`src/verilog/noc_test_pkg.sv`:
```
/*
  NoC traffic test definitions
  Flit, coordinate and payload types, packet sizes and node indices
*/
`default_nettype none

package noc_test_pkg;

  // Link and header field widths
  typedef logic [15:0] flit_t;
  typedef logic [3:0]  cord_t;
  typedef logic [1:0]  len_t;
  typedef logic [31:0] payload_t;

  // Header flit, then payload flits
  localparam int PAYLOAD_FLITS = 2;
  localparam int PACKET_FLITS  = 3;

  // Header layout, upper bits are zero
  localparam int HDR_DEST_LSB = 0;
  localparam int HDR_SRC_LSB  = 4;
  localparam int HDR_LEN_LSB  = 8;

  localparam int NUM_NODES = 2;

  typedef logic [$clog2(NUM_NODES)-1:0] node_idx_t;

  localparam cord_t LOOPBACK_CORD = 4'hF;

endpackage

`default_nettype wire
```
`src/verilog/noc_test_top.sv`:
```
/*
  NoC traffic test top
  Two traffic nodes share one link pair to a loopback node
*/
`timescale 1ns/1ps
`default_nettype none

module noc_test_top
  (input  wire logic                                                mc_clk_i
  ,input  wire logic                                                mc_reset_i
  ,input  wire logic [noc_test_pkg::NUM_NODES-1:0]                  node_en_i
  ,input  wire noc_test_pkg::cord_t [noc_test_pkg::NUM_NODES-1:0]   node_cord_i
  ,input  wire noc_test_pkg::cord_t [noc_test_pkg::NUM_NODES-1:0]   node_dest_i
  ,output wire logic [noc_test_pkg::NUM_NODES-1:0][31:0]            sent_o
  ,output wire logic [noc_test_pkg::NUM_NODES-1:0][31:0]            received_o
  ,output wire logic [noc_test_pkg::NUM_NODES-1:0]                  node_error_o
  ,output wire logic                                                loopback_error_o
  );

  import noc_test_pkg::*;

  wire [NUM_NODES-1:0]        fwd_v;
  wire flit_t [NUM_NODES-1:0] fwd_data;
  wire [NUM_NODES-1:0]        fwd_ready;
  wire [NUM_NODES-1:0]        rev_v;
  wire flit_t [NUM_NODES-1:0] rev_data;

  wire        link_fwd_v;
  wire flit_t link_fwd_data;
  wire        link_fwd_ready;
  wire        link_rev_v;
  wire flit_t link_rev_data;
  wire        link_rev_ready;

  for (genvar i = 0; i < NUM_NODES; i++)
  begin : g_node
    traffic_node node
      (.mc_clk_i    (mc_clk_i)
      ,.mc_reset_i  (mc_reset_i)
      ,.mc_en_i     (node_en_i[i])
      ,.my_cord_i   (node_cord_i[i])
      ,.dest_cord_i (node_dest_i[i])
      ,.fwd_v_o     (fwd_v[i])
      ,.fwd_data_o  (fwd_data[i])
      ,.fwd_ready_i (fwd_ready[i])
      ,.rev_v_i     (rev_v[i])
      ,.rev_data_i  (rev_data[i])
      ,.sent_o      (sent_o[i])
      ,.received_o  (received_o[i])
      ,.error_o     (node_error_o[i])
      );
  end

  flit_link_arbiter arbiter
    (.mc_clk_i         (mc_clk_i)
    ,.mc_reset_i       (mc_reset_i)
    ,.fwd_v_i          (fwd_v)
    ,.fwd_data_i       (fwd_data)
    ,.fwd_ready_o      (fwd_ready)
    ,.link_fwd_v_o     (link_fwd_v)
    ,.link_fwd_data_o  (link_fwd_data)
    ,.link_fwd_ready_i (link_fwd_ready)
    ,.link_rev_v_i     (link_rev_v)
    ,.link_rev_data_i  (link_rev_data)
    ,.link_rev_ready_o (link_rev_ready)
    ,.node_cord_i      (node_cord_i)
    ,.rev_v_o          (rev_v)
    ,.rev_data_o       (rev_data)
    );

  loopback_node loopback
    (.mc_clk_i     (mc_clk_i)
    ,.mc_reset_i   (mc_reset_i)
    ,.my_cord_i    (LOOPBACK_CORD)
    ,.req_v_i      (link_fwd_v)
    ,.req_data_i   (link_fwd_data)
    ,.req_ready_o  (link_fwd_ready)
    ,.resp_v_o     (link_rev_v)
    ,.resp_data_o  (link_rev_data)
    ,.resp_ready_i (link_rev_ready)
    ,.error_o      (loopback_error_o)
    );

endmodule

`default_nettype wire

```
`src/verilog/loopback_node.sv`:
```
/*
  Loopback node
  Collects each request packet and returns its payload to the source
*/
`timescale 1ns/1ps
`default_nettype none

module loopback_node
  (input  wire logic                 mc_clk_i
  ,input  wire logic                 mc_reset_i
  ,input  wire noc_test_pkg::cord_t  my_cord_i
  ,input  wire logic                 req_v_i
  ,input  wire noc_test_pkg::flit_t  req_data_i
  ,output logic                      req_ready_o
  ,output logic                      resp_v_o
  ,output noc_test_pkg::flit_t       resp_data_o
  ,input  wire logic                 resp_ready_i
  ,output logic                      error_o
  );

  import noc_test_pkg::*;

  typedef enum logic {LB_COLLECT, LB_RESPOND} lb_state_e;

  lb_state_e state_r;
  len_t      flit_cnt_r;
  cord_t     src_cord_r;
  payload_t  payload_r;
  flit_t     resp_hdr;
  logic      req_xfer;
  logic      resp_xfer;
  logic      flit_last;

  assign req_ready_o = (state_r == LB_COLLECT);
  assign resp_v_o    = (state_r == LB_RESPOND);
  assign req_xfer    = req_v_i & req_ready_o;
  assign resp_xfer   = resp_v_o & resp_ready_i;
  assign flit_last   = (flit_cnt_r == len_t'(PACKET_FLITS-1));

  always_comb
  begin
    resp_hdr = '0;
    resp_hdr[HDR_DEST_LSB +: $bits(cord_t)] = src_cord_r;
    resp_hdr[HDR_SRC_LSB +: $bits(cord_t)]  = my_cord_i;
    resp_hdr[HDR_LEN_LSB +: $bits(len_t)]   = len_t'(PAYLOAD_FLITS);
  end

  always_comb
  begin
    case (flit_cnt_r)
      2'd0:    resp_data_o = resp_hdr;
      2'd1:    resp_data_o = payload_r[0 +: $bits(flit_t)];
      default: resp_data_o = payload_r[$bits(flit_t) +: $bits(flit_t)];
    endcase
  end

  always_ff @(posedge mc_clk_i)
  begin
    if (mc_reset_i)
    begin
      state_r    <= LB_COLLECT;
      flit_cnt_r <= '0;
      error_o    <= 1'b0;
    end
    else
    begin
      if (req_xfer && flit_cnt_r == '0 &&
          req_data_i[HDR_DEST_LSB +: $bits(cord_t)] != my_cord_i)
        error_o <= 1'b1;
      if (req_xfer || resp_xfer)
      begin
        flit_cnt_r <= flit_last ? '0 : flit_cnt_r + 1'b1;
        if (flit_last)
          state_r <= (state_r == LB_COLLECT) ? LB_RESPOND : LB_COLLECT;
      end
    end
  end

  // Source coordinate from the header and both payload halves
  always_ff @(posedge mc_clk_i)
  begin
    if (req_xfer)
    begin
      case (flit_cnt_r)
        2'd0:    src_cord_r <= req_data_i[HDR_SRC_LSB +: $bits(cord_t)];
        2'd1:    payload_r[0 +: $bits(flit_t)] <= req_data_i;
        default: payload_r[$bits(flit_t) +: $bits(flit_t)] <= req_data_i;
      endcase
    end
  end

  // Request ends where the collector turns to respond
  a_no_req_in_resp: assert property (@(posedge mc_clk_i) disable iff (mc_reset_i)
    req_xfer && flit_cnt_r == '0 |->
      req_data_i[HDR_LEN_LSB +: $bits(len_t)] == len_t'(PAYLOAD_FLITS));

endmodule

`default_nettype wire

```
`src/verilog/flit_link_arbiter.sv`:
```
/*
  Flit link arbiter
  Round-robin wormhole grant of the shared forward link and
  coordinate steering of the shared reverse link
*/
`timescale 1ns/1ps
`default_nettype none

module flit_link_arbiter
  (input  wire logic                                                mc_clk_i
  ,input  wire logic                                                mc_reset_i
  ,input  wire logic [noc_test_pkg::NUM_NODES-1:0]                  fwd_v_i
  ,input  wire noc_test_pkg::flit_t [noc_test_pkg::NUM_NODES-1:0]   fwd_data_i
  ,output logic [noc_test_pkg::NUM_NODES-1:0]                       fwd_ready_o
  ,output logic                                                     link_fwd_v_o
  ,output noc_test_pkg::flit_t                                      link_fwd_data_o
  ,input  wire logic                                                link_fwd_ready_i
  ,input  wire logic                                                link_rev_v_i
  ,input  wire noc_test_pkg::flit_t                                 link_rev_data_i
  ,output logic                                                     link_rev_ready_o
  ,input  wire noc_test_pkg::cord_t [noc_test_pkg::NUM_NODES-1:0]   node_cord_i
  ,output logic [noc_test_pkg::NUM_NODES-1:0]                       rev_v_o
  ,output noc_test_pkg::flit_t [noc_test_pkg::NUM_NODES-1:0]        rev_data_o
  );

  import noc_test_pkg::*;

  node_idx_t rr_ptr_r;
  node_idx_t grant_r;
  node_idx_t pick;
  node_idx_t cur_grant;
  len_t      fwd_cnt_r;
  logic      fwd_locked;
  logic      fwd_xfer;

  node_idx_t rev_sel_r;
  node_idx_t rev_hdr_sel;
  node_idx_t rev_sel;
  len_t      rev_cnt_r;
  logic      rev_xfer;

  // First requester at or after the pointer
  always_comb
  begin
    pick = rr_ptr_r;
    for (int k = NUM_NODES-1; k >= 0; k--)
    begin
      if (fwd_v_i[(int'(rr_ptr_r) + k) % NUM_NODES])
        pick = node_idx_t'((int'(rr_ptr_r) + k) % NUM_NODES);
    end
  end

  assign fwd_locked      = (fwd_cnt_r != '0);
  assign cur_grant       = fwd_locked ? grant_r : pick;
  assign link_fwd_v_o    = fwd_v_i[cur_grant];
  assign link_fwd_data_o = fwd_data_i[cur_grant];
  assign fwd_xfer        = link_fwd_v_o & link_fwd_ready_i;

  always_comb
  begin
    fwd_ready_o = '0;
    fwd_ready_o[cur_grant] = link_fwd_ready_i;
  end

  always_ff @(posedge mc_clk_i)
  begin
    if (mc_reset_i)
    begin
      rr_ptr_r  <= '0;
      grant_r   <= '0;
      fwd_cnt_r <= '0;
    end
    else if (fwd_xfer)
    begin
      if (fwd_locked)
        fwd_cnt_r <= fwd_cnt_r - 1'b1;
      else
      begin
        // Header flit locks the grant until the tail
        fwd_cnt_r <= link_fwd_data_o[HDR_LEN_LSB +: $bits(len_t)];
        grant_r   <= pick;
        rr_ptr_r  <= node_idx_t'((int'(pick) + 1) % NUM_NODES);
      end
    end
  end

  always_comb
  begin
    rev_hdr_sel = '0;
    for (int k = 0; k < NUM_NODES; k++)
    begin
      if (node_cord_i[k] == link_rev_data_i[HDR_DEST_LSB +: $bits(cord_t)])
        rev_hdr_sel = node_idx_t'(k);
    end
  end

  // Nodes always sink returned flits
  assign link_rev_ready_o = 1'b1;
  assign rev_xfer         = link_rev_v_i & link_rev_ready_o;
  assign rev_sel          = (rev_cnt_r == '0) ? rev_hdr_sel : rev_sel_r;

  always_comb
  begin
    rev_v_o = '0;
    rev_v_o[rev_sel] = link_rev_v_i;
    for (int k = 0; k < NUM_NODES; k++)
      rev_data_o[k] = link_rev_data_i;
  end

  always_ff @(posedge mc_clk_i)
  begin
    if (mc_reset_i)
    begin
      rev_cnt_r <= '0;
      rev_sel_r <= '0;
    end
    else if (rev_xfer)
    begin
      if (rev_cnt_r == '0)
      begin
        rev_cnt_r <= link_rev_data_i[HDR_LEN_LSB +: $bits(len_t)];
        rev_sel_r <= rev_hdr_sel;
      end
      else
        rev_cnt_r <= rev_cnt_r - 1'b1;
    end
  end

  // Locked grant keeps the same node and that node keeps its packet going
  a_grant_hold: assert property (@(posedge mc_clk_i) disable iff (mc_reset_i)
    fwd_cnt_r != '0 |-> $stable(cur_grant) && link_fwd_v_o);

endmodule

`default_nettype wire

```
`src/verilog/traffic_node.sv`:
```
/*
  Traffic node
  Sends numbered data packets on the forward link and checks the
  payload that comes back on the reverse link
*/
`timescale 1ns/1ps
`default_nettype none

module traffic_node
  (input  wire logic                 mc_clk_i
  ,input  wire logic                 mc_reset_i
  ,input  wire logic                 mc_en_i
  ,input  wire noc_test_pkg::cord_t  my_cord_i
  ,input  wire noc_test_pkg::cord_t  dest_cord_i
  ,output logic                      fwd_v_o
  ,output noc_test_pkg::flit_t       fwd_data_o
  ,input  wire logic                 fwd_ready_i
  ,input  wire logic                 rev_v_i
  ,input  wire noc_test_pkg::flit_t  rev_data_i
  ,output logic [31:0]               sent_o
  ,output logic [31:0]               received_o
  ,output logic                      error_o
  );

  import noc_test_pkg::*;

  typedef enum logic [1:0] {SEND_IDLE, SEND_HEADER, SEND_PAYLOAD} send_state_e;
  typedef enum logic {RECV_HEADER, RECV_PAYLOAD} recv_state_e;

  send_state_e send_state_r;
  logic        send_half_r;
  payload_t    send_gen_r;
  flit_t       send_hdr;
  logic        fwd_xfer;
  logic        send_last;

  recv_state_e recv_state_r;
  logic        recv_half_r;
  logic        recv_done_r;
  cord_t       recv_dest_r;
  payload_t    recv_data_r;
  payload_t    check_gen_r;
  logic        mismatch;

  always_comb
  begin
    send_hdr = '0;
    send_hdr[HDR_DEST_LSB +: $bits(cord_t)] = dest_cord_i;
    send_hdr[HDR_SRC_LSB +: $bits(cord_t)]  = my_cord_i;
    send_hdr[HDR_LEN_LSB +: $bits(len_t)]   = len_t'(PAYLOAD_FLITS);
  end

  assign fwd_v_o   = (send_state_r != SEND_IDLE);
  assign fwd_xfer  = fwd_v_o & fwd_ready_i;
  assign send_last = fwd_xfer & (send_state_r == SEND_PAYLOAD) & send_half_r;

  // Low half first, then high half
  always_comb
  begin
    if (send_state_r != SEND_PAYLOAD)
      fwd_data_o = send_hdr;
    else if (send_half_r)
      fwd_data_o = send_gen_r[$bits(flit_t) +: $bits(flit_t)];
    else
      fwd_data_o = send_gen_r[0 +: $bits(flit_t)];
  end

  always_ff @(posedge mc_clk_i)
  begin
    if (mc_reset_i)
    begin
      send_state_r <= SEND_IDLE;
      send_half_r  <= 1'b0;
      send_gen_r   <= '0;
      sent_o       <= '0;
    end
    else
    begin
      case (send_state_r)
        SEND_IDLE:
          if (mc_en_i)
            send_state_r <= SEND_HEADER;
        SEND_HEADER:
          if (fwd_xfer)
            send_state_r <= SEND_PAYLOAD;
        default:
          if (fwd_xfer)
          begin
            send_half_r <= ~send_half_r;
            // Back to back packets while enabled
            if (send_half_r)
              send_state_r <= mc_en_i ? SEND_HEADER : SEND_IDLE;
          end
      endcase
      if (send_last)
      begin
        send_gen_r <= send_gen_r + 1'b1;
        sent_o     <= sent_o + 1'b1;
      end
    end
  end

  always_ff @(posedge mc_clk_i)
  begin
    if (mc_reset_i)
    begin
      recv_state_r <= RECV_HEADER;
      recv_half_r  <= 1'b0;
      recv_done_r  <= 1'b0;
    end
    else
    begin
      recv_done_r <= 1'b0;
      if (rev_v_i)
      begin
        if (recv_state_r == RECV_HEADER)
          recv_state_r <= RECV_PAYLOAD;
        else
        begin
          recv_half_r <= ~recv_half_r;
          if (recv_half_r)
          begin
            recv_state_r <= RECV_HEADER;
            recv_done_r  <= 1'b1;
          end
        end
      end
    end
  end

  always_ff @(posedge mc_clk_i)
  begin
    if (rev_v_i)
    begin
      if (recv_state_r == RECV_HEADER)
        recv_dest_r <= rev_data_i[HDR_DEST_LSB +: $bits(cord_t)];
      else if (recv_half_r)
        recv_data_r[$bits(flit_t) +: $bits(flit_t)] <= rev_data_i;
      else
        recv_data_r[0 +: $bits(flit_t)] <= rev_data_i;
    end
  end

  assign mismatch = (recv_data_r != check_gen_r) | (recv_dest_r != my_cord_i);

  // Check one cycle after the tail flit
  always_ff @(posedge mc_clk_i)
  begin
    if (mc_reset_i)
    begin
      check_gen_r <= '0;
      received_o  <= '0;
      error_o     <= 1'b0;
    end
    else if (recv_done_r)
    begin
      check_gen_r <= check_gen_r + 1'b1;
      received_o  <= received_o + 1'b1;
      if (mismatch)
        error_o <= 1'b1;
    end
  end

  a_fwd_hold: assert property (@(posedge mc_clk_i) disable iff (mc_reset_i)
    fwd_v_o && !fwd_ready_i |=> fwd_v_o && $stable(fwd_data_o));

endmodule

`default_nettype wire

```
`config.mk`:
```
export PLATFORM = sky130hd
export DESIGN_NAME = noc_test_top
export DESIGN_NICKNAME = d
export VERILOG_FILES = /design/src/verilog/noc_test_pkg.sv /design/src/verilog/noc_test_top.sv /design/src/verilog/loopback_node.sv /design/src/verilog/flit_link_arbiter.sv /design/src/verilog/traffic_node.sv
export SDC_FILE = /design/constraint.sdc
export NUM_CORES = 1
export LEC_CHECK = 0
export ABC_AREA = 0
export BUFFER_PORTS_ARGS = -buffer_cell sky130_fd_sc_hd__buf_2
export CAP_MARGIN = 20
export CORE_ASPECT_RATIO = 2
export CORE_MARGIN = 5
export CORE_UTILIZATION = 62
export CTS_BUF_LIST = sky130_fd_sc_hd__clkbuf_2 sky130_fd_sc_hd__clkbuf_4 sky130_fd_sc_hd__clkbuf_8
export CTS_CLUSTER_DIAMETER = 30
export DETAILED_ROUTE_END_ITERATION = 10
export PLACE_DENSITY = 0.82
export SKIP_CTS_REPAIR_TIMING = 1
export SLEW_MARGIN = 20
export SYNTH_ARGS = -nofsm -noshare
export SYNTH_HDL_FRONTEND = slang
export SYNTH_HIERARCHICAL = 1
export SYNTH_SLANG_ARGS = --single-unit
export TNS_END_PERCENT = 10
```
`constraint.sdc`:
```
create_clock -name mc_clk_i -period 3.5 [get_ports mc_clk_i]
set_clock_uncertainty 0.05 [all_clocks]
set_input_delay 0.175 -clock mc_clk_i [delete_from_list [all_inputs] [get_ports mc_clk_i]]
set_output_delay 0.175 -clock mc_clk_i [all_outputs]
set_load 0.05 [all_outputs]
```
# Word level (Yosys, flattened, before mapping)

Cells that the tools add are included.

Output and inout port bits: 131
Word-level logic and storage cells: 184
Input bits: 20
Flip-flop bits (word level): 389

Reductions and logical operators: 40
Mux-type cells: 45
Bitwise gates (word level): 25
Eq/ne operators: 18
Add/subtract/negate cells: 13
Order comparisons: 6

Operators by type and width:

| operator                | number |
|---|---|
| $add A32 B1 Y32 const B | 8 |
| $mux W16                | 6 |
| $ne A32 B32 Y1          | 2 |
| $pmux W16 S2            | 1 |
| $reduce_and A2 Y1       | 13 |
| $mux W1                 | 23 |
| $mux W2                 | 11 |
| $not A1 Y1              | 13 |
| $reduce_and A3 Y1       | 4 |
| $reduce_bool A2 Y1      | 5 |
| $logic_not A2 Y1        | 4 |
| $ne A2 B2 Y1 const B    | 4 |
| $ne A4 B4 Y1            | 2 |
| $pmux W2 S2             | 2 |
| $reduce_and A4 Y1       | 2 |
| $and A1 B1 Y1           | 7 |
| $eq A2 B1 Y1 const B    | 3 |
| $eq A2 B2 Y1 const B    | 3 |
| $lt A1 B2 Y1 const B    | 3 |
| $reduce_bool A3 Y1      | 2 |
| $reduce_or A2 Y1        | 3 |
| $reduce_or A3 Y1        | 2 |
| $and A2 B2 Y2           | 2 |
| $eq A4 B4 Y1            | 1 |
| 12 further kinds        | 21 |

# Longest topological paths before layout

Word-level depth: 16
Gate-level depth with buffers: 14
Mapped depth without buffers: 11

# Hierarchy

Netlist, hierarchy kept.

By module, submodules not included:

| module                         | sequential area each (sq um) | cells an instance | instances | area an instance (sq um) |
|---|---|---|---|---|
| traffic_node at g_node[1].node | 3783.6                       | 829               | 1         | 7833.8 |
| traffic_node at g_node[0].node | 3783.6                       | 817               | 1         | 7793.7 |
| loopback_node                  | 1161.1                       | 101               | 1         | 1575.3 |
| flit_link_arbiter              | 140.1                        | 106               | 1         | 878.3 |
| noc_test_top                   | 0.0                          | 1                 | 1         | 3.8 |

# Worst setup path after synthesis

No wires, ideal clock.

Kind: reg2reg
From: reg loopback.flit_cnt_r[1]
To: reg g_node[1].node.recv_data_r[0], enable pin
Required time: 3062 ps
Path buffers: 2
Arrival time: 2330 ps
Stages on the path, launching flop included: 11
Period minus slack after synthesis: 2768 ps
Setup slack: 732 ps
Library setup time: 388 ps
Path through: dfxtp_1 buf_2 buf_2 nand2_1 o21ai_1 xor2_1 nor4_1 mux2i_1 nor2_1 nand2_1 nor2_1

Longest elaborated chain between the ends: 11

Ends and longest elaborated chain:

| what                                                               | line                     | RTL |
|---|---|---|
| start, declared                                                    | loopback_node.sv:26      | `len_t flit_cnt_r;` |
| start signal, assigned                                             | loopback_node.sv:72      | `flit_cnt_r <= flit_last ? '0 : flit_cnt_r + 1'b1;` |
| $eq A2 B1 Y1 or $logic_not A2 Y1 (tied branches)                   | loopback_node.sv:50      | `case (flit_cnt_r)` |
| $pmux W16 S2 *                                                     | loopback_node.sv:50      |  |
| via link_rev_data[3]                                               | noc_test_top.sv:32       | `wire flit_t link_rev_data;` |
| $eq A4 B4 Y1 *                                                     | flit_link_arbiter.sv:92  | `if (node_cord_i[k] == link_rev_data_i[HDR_DEST_LSB +: $bits(cord_t)])` |
| $mux W1 *                                                          | flit_link_arbiter.sv:92  |  |
| $mux W1 *                                                          | flit_link_arbiter.sv:100 | `assign rev_sel = (rev_cnt_r == '0) ? rev_hdr_sel : rev_sel_r;` |
| $lt A1 B2 Y1 (implied by the code) or $ge A1 B1 Y1 (tied branches) | flit_link_arbiter.sv:105 | `rev_v_o[rev_sel] = link_rev_v_i;` |
| $logic_and A1 B1 Y1 (implied by the code)                          | flit_link_arbiter.sv:105 |  |
| $mux W1 (implied by the code)                                      | flit_link_arbiter.sv:105 |  |
| $demux W1 S1 *                                                     | --                       |  |
| $and A2 B2 Y2 (no line) *                                          | --                       |  |
| via rev_v[1]                                                       | noc_test_top.sv:25       | `wire [NUM_NODES-1:0] rev_v;` |
| $reduce_and A3 Y1 (no line) *                                      | --                       |  |
| end signal, assigned by index                                      | traffic_node.sv:138      | `recv_data_r[$bits(flit_t) +: $bits(flit_t)] <= rev_data_i;` |
| end signal, assigned by index                                      | traffic_node.sv:140      | `recv_data_r[0 +: $bits(flit_t)] <= rev_data_i;` |
| end, declared                                                      | traffic_node.sv:41       | `payload_t recv_data_r;` |

The timed path passes the listed nets; every way through them passes the cells marked *.
A chain may end at the register's enable or synchronous reset.

# Final worst setup path

From: reg g_node[0].node.send_state_r[1]
To: reg g_node[0].node.send_gen_r[28]

Longest elaborated chain between the ends: 15

Ends and longest elaborated chain:

| what                                                               | line                    | RTL |
|---|---|---|
| start, declared                                                    | traffic_node.sv:30      | `send_state_e send_state_r;` |
| start signal, assigned                                             | traffic_node.sv:92      | `send_state_r <= mc_en_i ? SEND_HEADER : SEND_IDLE;` |
| $reduce_bool A2 Y1 *                                               | traffic_node.sv:53      | `assign fwd_v_o = (send_state_r != SEND_IDLE);` |
| via fwd_v[0]                                                       | noc_test_top.sv:22      | `wire [NUM_NODES-1:0] fwd_v;` |
| $mux W1 (implied by the code) (3 in a row)                         | flit_link_arbiter.sv:48 | `if (fwd_v_i[(int'(rr_ptr_r) + k) % NUM_NODES])` |
| $mux W1                                                            | flit_link_arbiter.sv:48 |  |
| $mux W1 *                                                          | flit_link_arbiter.sv:48 |  |
| $mux W1 *                                                          | flit_link_arbiter.sv:54 | `assign cur_grant = fwd_locked ? grant_r : pick;` |
| $lt A1 B2 Y1 (implied by the code) or $ge A1 B1 Y1 (tied branches) | flit_link_arbiter.sv:62 | `fwd_ready_o[cur_grant] = link_fwd_ready_i;` |
| $logic_and A1 B1 Y1 (implied by the code)                          | flit_link_arbiter.sv:62 |  |
| $mux W1 (implied by the code)                                      | flit_link_arbiter.sv:62 |  |
| $demux W1 S1 *                                                     | --                      |  |
| $and A2 B2 Y2 (no line) *                                          | --                      |  |
| via fwd_ready[0]                                                   | noc_test_top.sv:24      | `wire [NUM_NODES-1:0] fwd_ready;` |
| $and A1 B1 Y1 *                                                    | traffic_node.sv:54      | `assign fwd_xfer = fwd_v_o & fwd_ready_i;` |
| $and A1 B1 Y1 * (2 in a row)                                       | traffic_node.sv:55      | `assign send_last = fwd_xfer & (send_state_r == SEND_PAYLOAD) & send_half_r;` |
| end signal, assigned                                               | traffic_node.sv:97      | `send_gen_r <= send_gen_r + 1'b1;` |
| end, declared                                                      | traffic_node.sv:32      | `payload_t send_gen_r;` |

The timed path passes the listed nets; every way through them passes the cells marked *. The select of a mux whose other input is x is not followed.

==> results.toml <==
[clocking]
ctsLongestPathBuffers = 3
cts_sinks = 389
root_buffer = "clkbuf_8"
cts_htree_levels = 2
clkSlewWorstSetupHoldPaths_ns = 0.07
cts_buffers = 56
clock_latency_ns = 0.60
cts_tree = "yes"

[logic_synthesis]
synth_ff_type = "dfxtp_1"
synth_area_um2 = 18100
synth_simple_gate_area_share_pct = 24.5
yosysUniqueCellTypes = 66
avgSynthCellArea_um2 = 9.75
synth_xor_xnor_area_share_pct = 15.0
async_flop_share_pct = 0
synth_compound_area_share_pct = 3.15
synthCells = 1854
synthAdderAreaFrac_pct = 0.553
yosysWarnings = 6
synth_top_family_by_area = "simple AND/OR/NAND/NOR gates"
synth_edf_count = 108
synth_seq_cells = 389
muxShareOfSynthArea_pct = 3.81
ys_seq_area_share_pct = 49.0

[drt]
drtIter0Drc = 772
num_vias = 13900
postRouteWirelength_um = 42600
ant_nets = 0
drcViolationCount = 0
avgRoutedWirePerCell_um = 17.8
vias_per_cell = 5.83
firstDrtPassIters = 5

[placement]
place_inst = 2281
port_buffers = 150
placed_area_um2 = 18900
place.gp.congestion = 0.899
dp_hpwl_um = 30300

[setup_path]
path_cells = "nor2_1 -> inv_1 -> nor2b_1 -> o211ai_2 -> nand2_2 -> nor2_1 -> and4b_1 -> nand4_1 -> nor4_1 -> xnor2_1 -> nor2_1"
crit_start = "g_node[0].node/send_state_r[1]"
reg2reg_from = "g_node[0].node/send_state_r[1]"
crit_buf_inv = 1
cp.required_ns = 3.94
start_kind = "flip-flop"
critPathTopFamily = "simple AND/OR/NAND/NOR gates"
critical_path_class = "flip-flop to flip-flop"
path_depth = 11
critPathMaxFanout = 14
slowest_delay_ns = 0.51
worstPathArrival_ns = 3.66
slowest_stage = "nand4_1"
worst_path_most_repeated_cell = "nor2_1"
reg2reg_depth = 11
endpoint_kind = "flip-flop"

[global_route]
grt-ovfl-total = 0
grt_max_degree = 148
grt_pass1_vias = 13900
grtUsageTotal_pct = 25.6
grt_pass1_wl_um = 68200
antenna_found_initial = 2

[sta]
slew_headroom_pct = 31.1
fmax_mhz = 310
setup_tns_ns = 0
drv_slew = 0
hold_viol_final = 0
setup_viol = 0
rsz0062_at_grt = "no"
tightest_slew_ns = 1.03
period_share_pct = 92.1
hold_ws_ns = 0.0528
fin_crit_ns = 3.22

[layout]
area_delta_synth_final_pct = 11.7
stdcell_area_um2 = 20200
drive_gt1_share_pct = 15.9
layout.nets = 2009
stdcell_count = 2387

[outcome]
outcome = "finished clean"

[die]
die_area_um2 = 32900
die_width_um = 131
fp.dieH_um = 252
start_util_pct = 62.7
rows = 88
core_area_um2 = 28800
ios = 151

[power_and_ir_drop]
p_comb_share_pct = 13.0
p_clk_share_pct = 38.6
p_switching_mw = 2.74
p_leak_nw = 7.55
p_per_area_nw_per_um2 = 516
swShare_pct = 26.3
pwr-share-seq_pct = 48.4
intPower_mw = 7.69
ir_drop_v = 0.000444

[min_path]
min_delay_path_depth = 4
hold_class = "input port to flip-flop"
hp-start = "node_cord_i[3]"

[job]
cap_violations = 0
==> cell families after synthesis <==
logic type	after synthesis
AOI/OAI and AO/OA	98
muxes	66
buffers and inverters	144
other	2
xor gates and xnor gates	309
DFF	389
adders and majority gates	8
and+or+nand+nor	838
==> synthesized netlist by cell type, drive strengths merged (3+ instances only) <==
cell type | count | area share [%]
nor2 | 297 | 6.2
dfxtp | 281 | 31
xor2 | 187 | 9.1
xnor2 | 122 | 5.9
nand2 | 118 | 2.5
nand4 | 115 | 4.2
edfxtp | 108 | 18
nand3 | 76 | 2.2
buf | 65 | 2.3
clkbuf | 48 | 1.0
mux2i | 46 | 2.5
nor4 | 46 | 2.3
o21ai | 46 | 1.3
nor3 | 37 | 1.1
and3 | 35 | 1.2
a21oi | 32 | 0.89
and4 | 31 | 1.5
inv | 31 | 0.64
or3 | 23 | 0.80
and2 | 20 | 0.69
mux2 | 20 | 1.3
nor2b | 15 | 0.52
ha | 8 | 0.55
a22o | 7 | 0.34
nand4b | 7 | 0.34
nand2b | 4 | 0.14
or2 | 3 | 0.10
==> cell usage in the layout, fill, tap and decap left out, types with 19 or more instances in the layout <==
master and n:
inv_1 30, nand2_1 116, and3_1 35, edfxtp_1 108, a21oi_1 32, or3_1 22, and2_1 20, buf_2 149
nor3_1 33, o21ai_0 35, dfxtp_1 281, nor2_1 296, mux2i_1 46, xnor2_1 122, buf_4 22, xor2_1 187
clkbuf_4 19, and4_1 30, nand4_1 109, nor4_1 34, nand3_1 74, clkbuf_8 64
==> per-stage QoR <==
stage	power, mW	util [%]	setup slack, ns
2_1_floorplan	6.24	-	0.732
3_3_place_gp	6.41	65.5	0.524
3_5_place_dp	6.47	65.5	0.357
4_1_cts	10.5	69.9	0.315
5_1_grt	10.8	70.0	0.0347
6_report	10.4	70.0	0.277
==> cell type report <==
cell class                      instances  area, um2
Antenna cell                            2       5.00
Fill cell                            2192       8650
Timing Repair Buffer                  175        965
Clock buffer                           82       1010
Multi-Input combinational cell       1328       8530
Clock inverter                         20        253
Inverter                               31        116
Tap cell                              360        450
Sequential cell                       389       8870
==> metal layers <==
metal / GRT usage, % / vias to the layer above / routed length (um)
li1: - / 6665 / -
met2: 47.3 / 446 / 23000
met5: 0 / - / 0
met1: 26.9 / 6680 / 15000
met3: 4.11 / 136 / 2200
met4: 13.7 / 0 / 2390
==> worst paths after layout <==
path,slack [ns],to
worst max-delay path,0.28,g_node[0].node/send_gen_r[28]
worst min register to register,0.39,loopback/error_o
worst min-delay path,0.05,loopback/payload_r[7]
worst max register to register,0.28,g_node[0].node/send_gen_r[28]
==> state kept, by name, indices dropped and copies added, names as in the netlist, 4 cells and up <==
register and cells:
g_node.node/recv_data_r 64, g_node.node/send_gen_r 64, g_node.node/send_state_r 4, g_node.node/received_o 64
g_node.node/recv_dest_r 8, g_node.node/check_gen_r 64, loopback/src_cord_r 4, loopback/payload_r 32
g_node.node/sent_o 64
==> power groups by stage <==
stage,sequential (mW),clock (mW),combinational (mW)
3_5_place_dp,5.14,0,1.32
5_1_grt,5.06,4.33,1.42
2_1_floorplan,5.12,0,1.11
3_3_place_gp,5.13,0,1.28
6_report,5.05,4.02,1.35
4_1_cts,5.04,4.10,1.34
==> worst reg2reg max path: stages (launching register included) <==
cell      delay [ns]
dfxtp_1         0.47
nor2_1          0.10
inv_1           0.15
nor2b_1         0.08
o211ai_2        0.18
nand2_2         0.09
nor2_1          0.35
and4b_1         0.43
nand4_1         0.51
nor4_1          0.51
xnor2_1         0.16
nor2_1          0.06
Power figures use the tool's default switching activity.
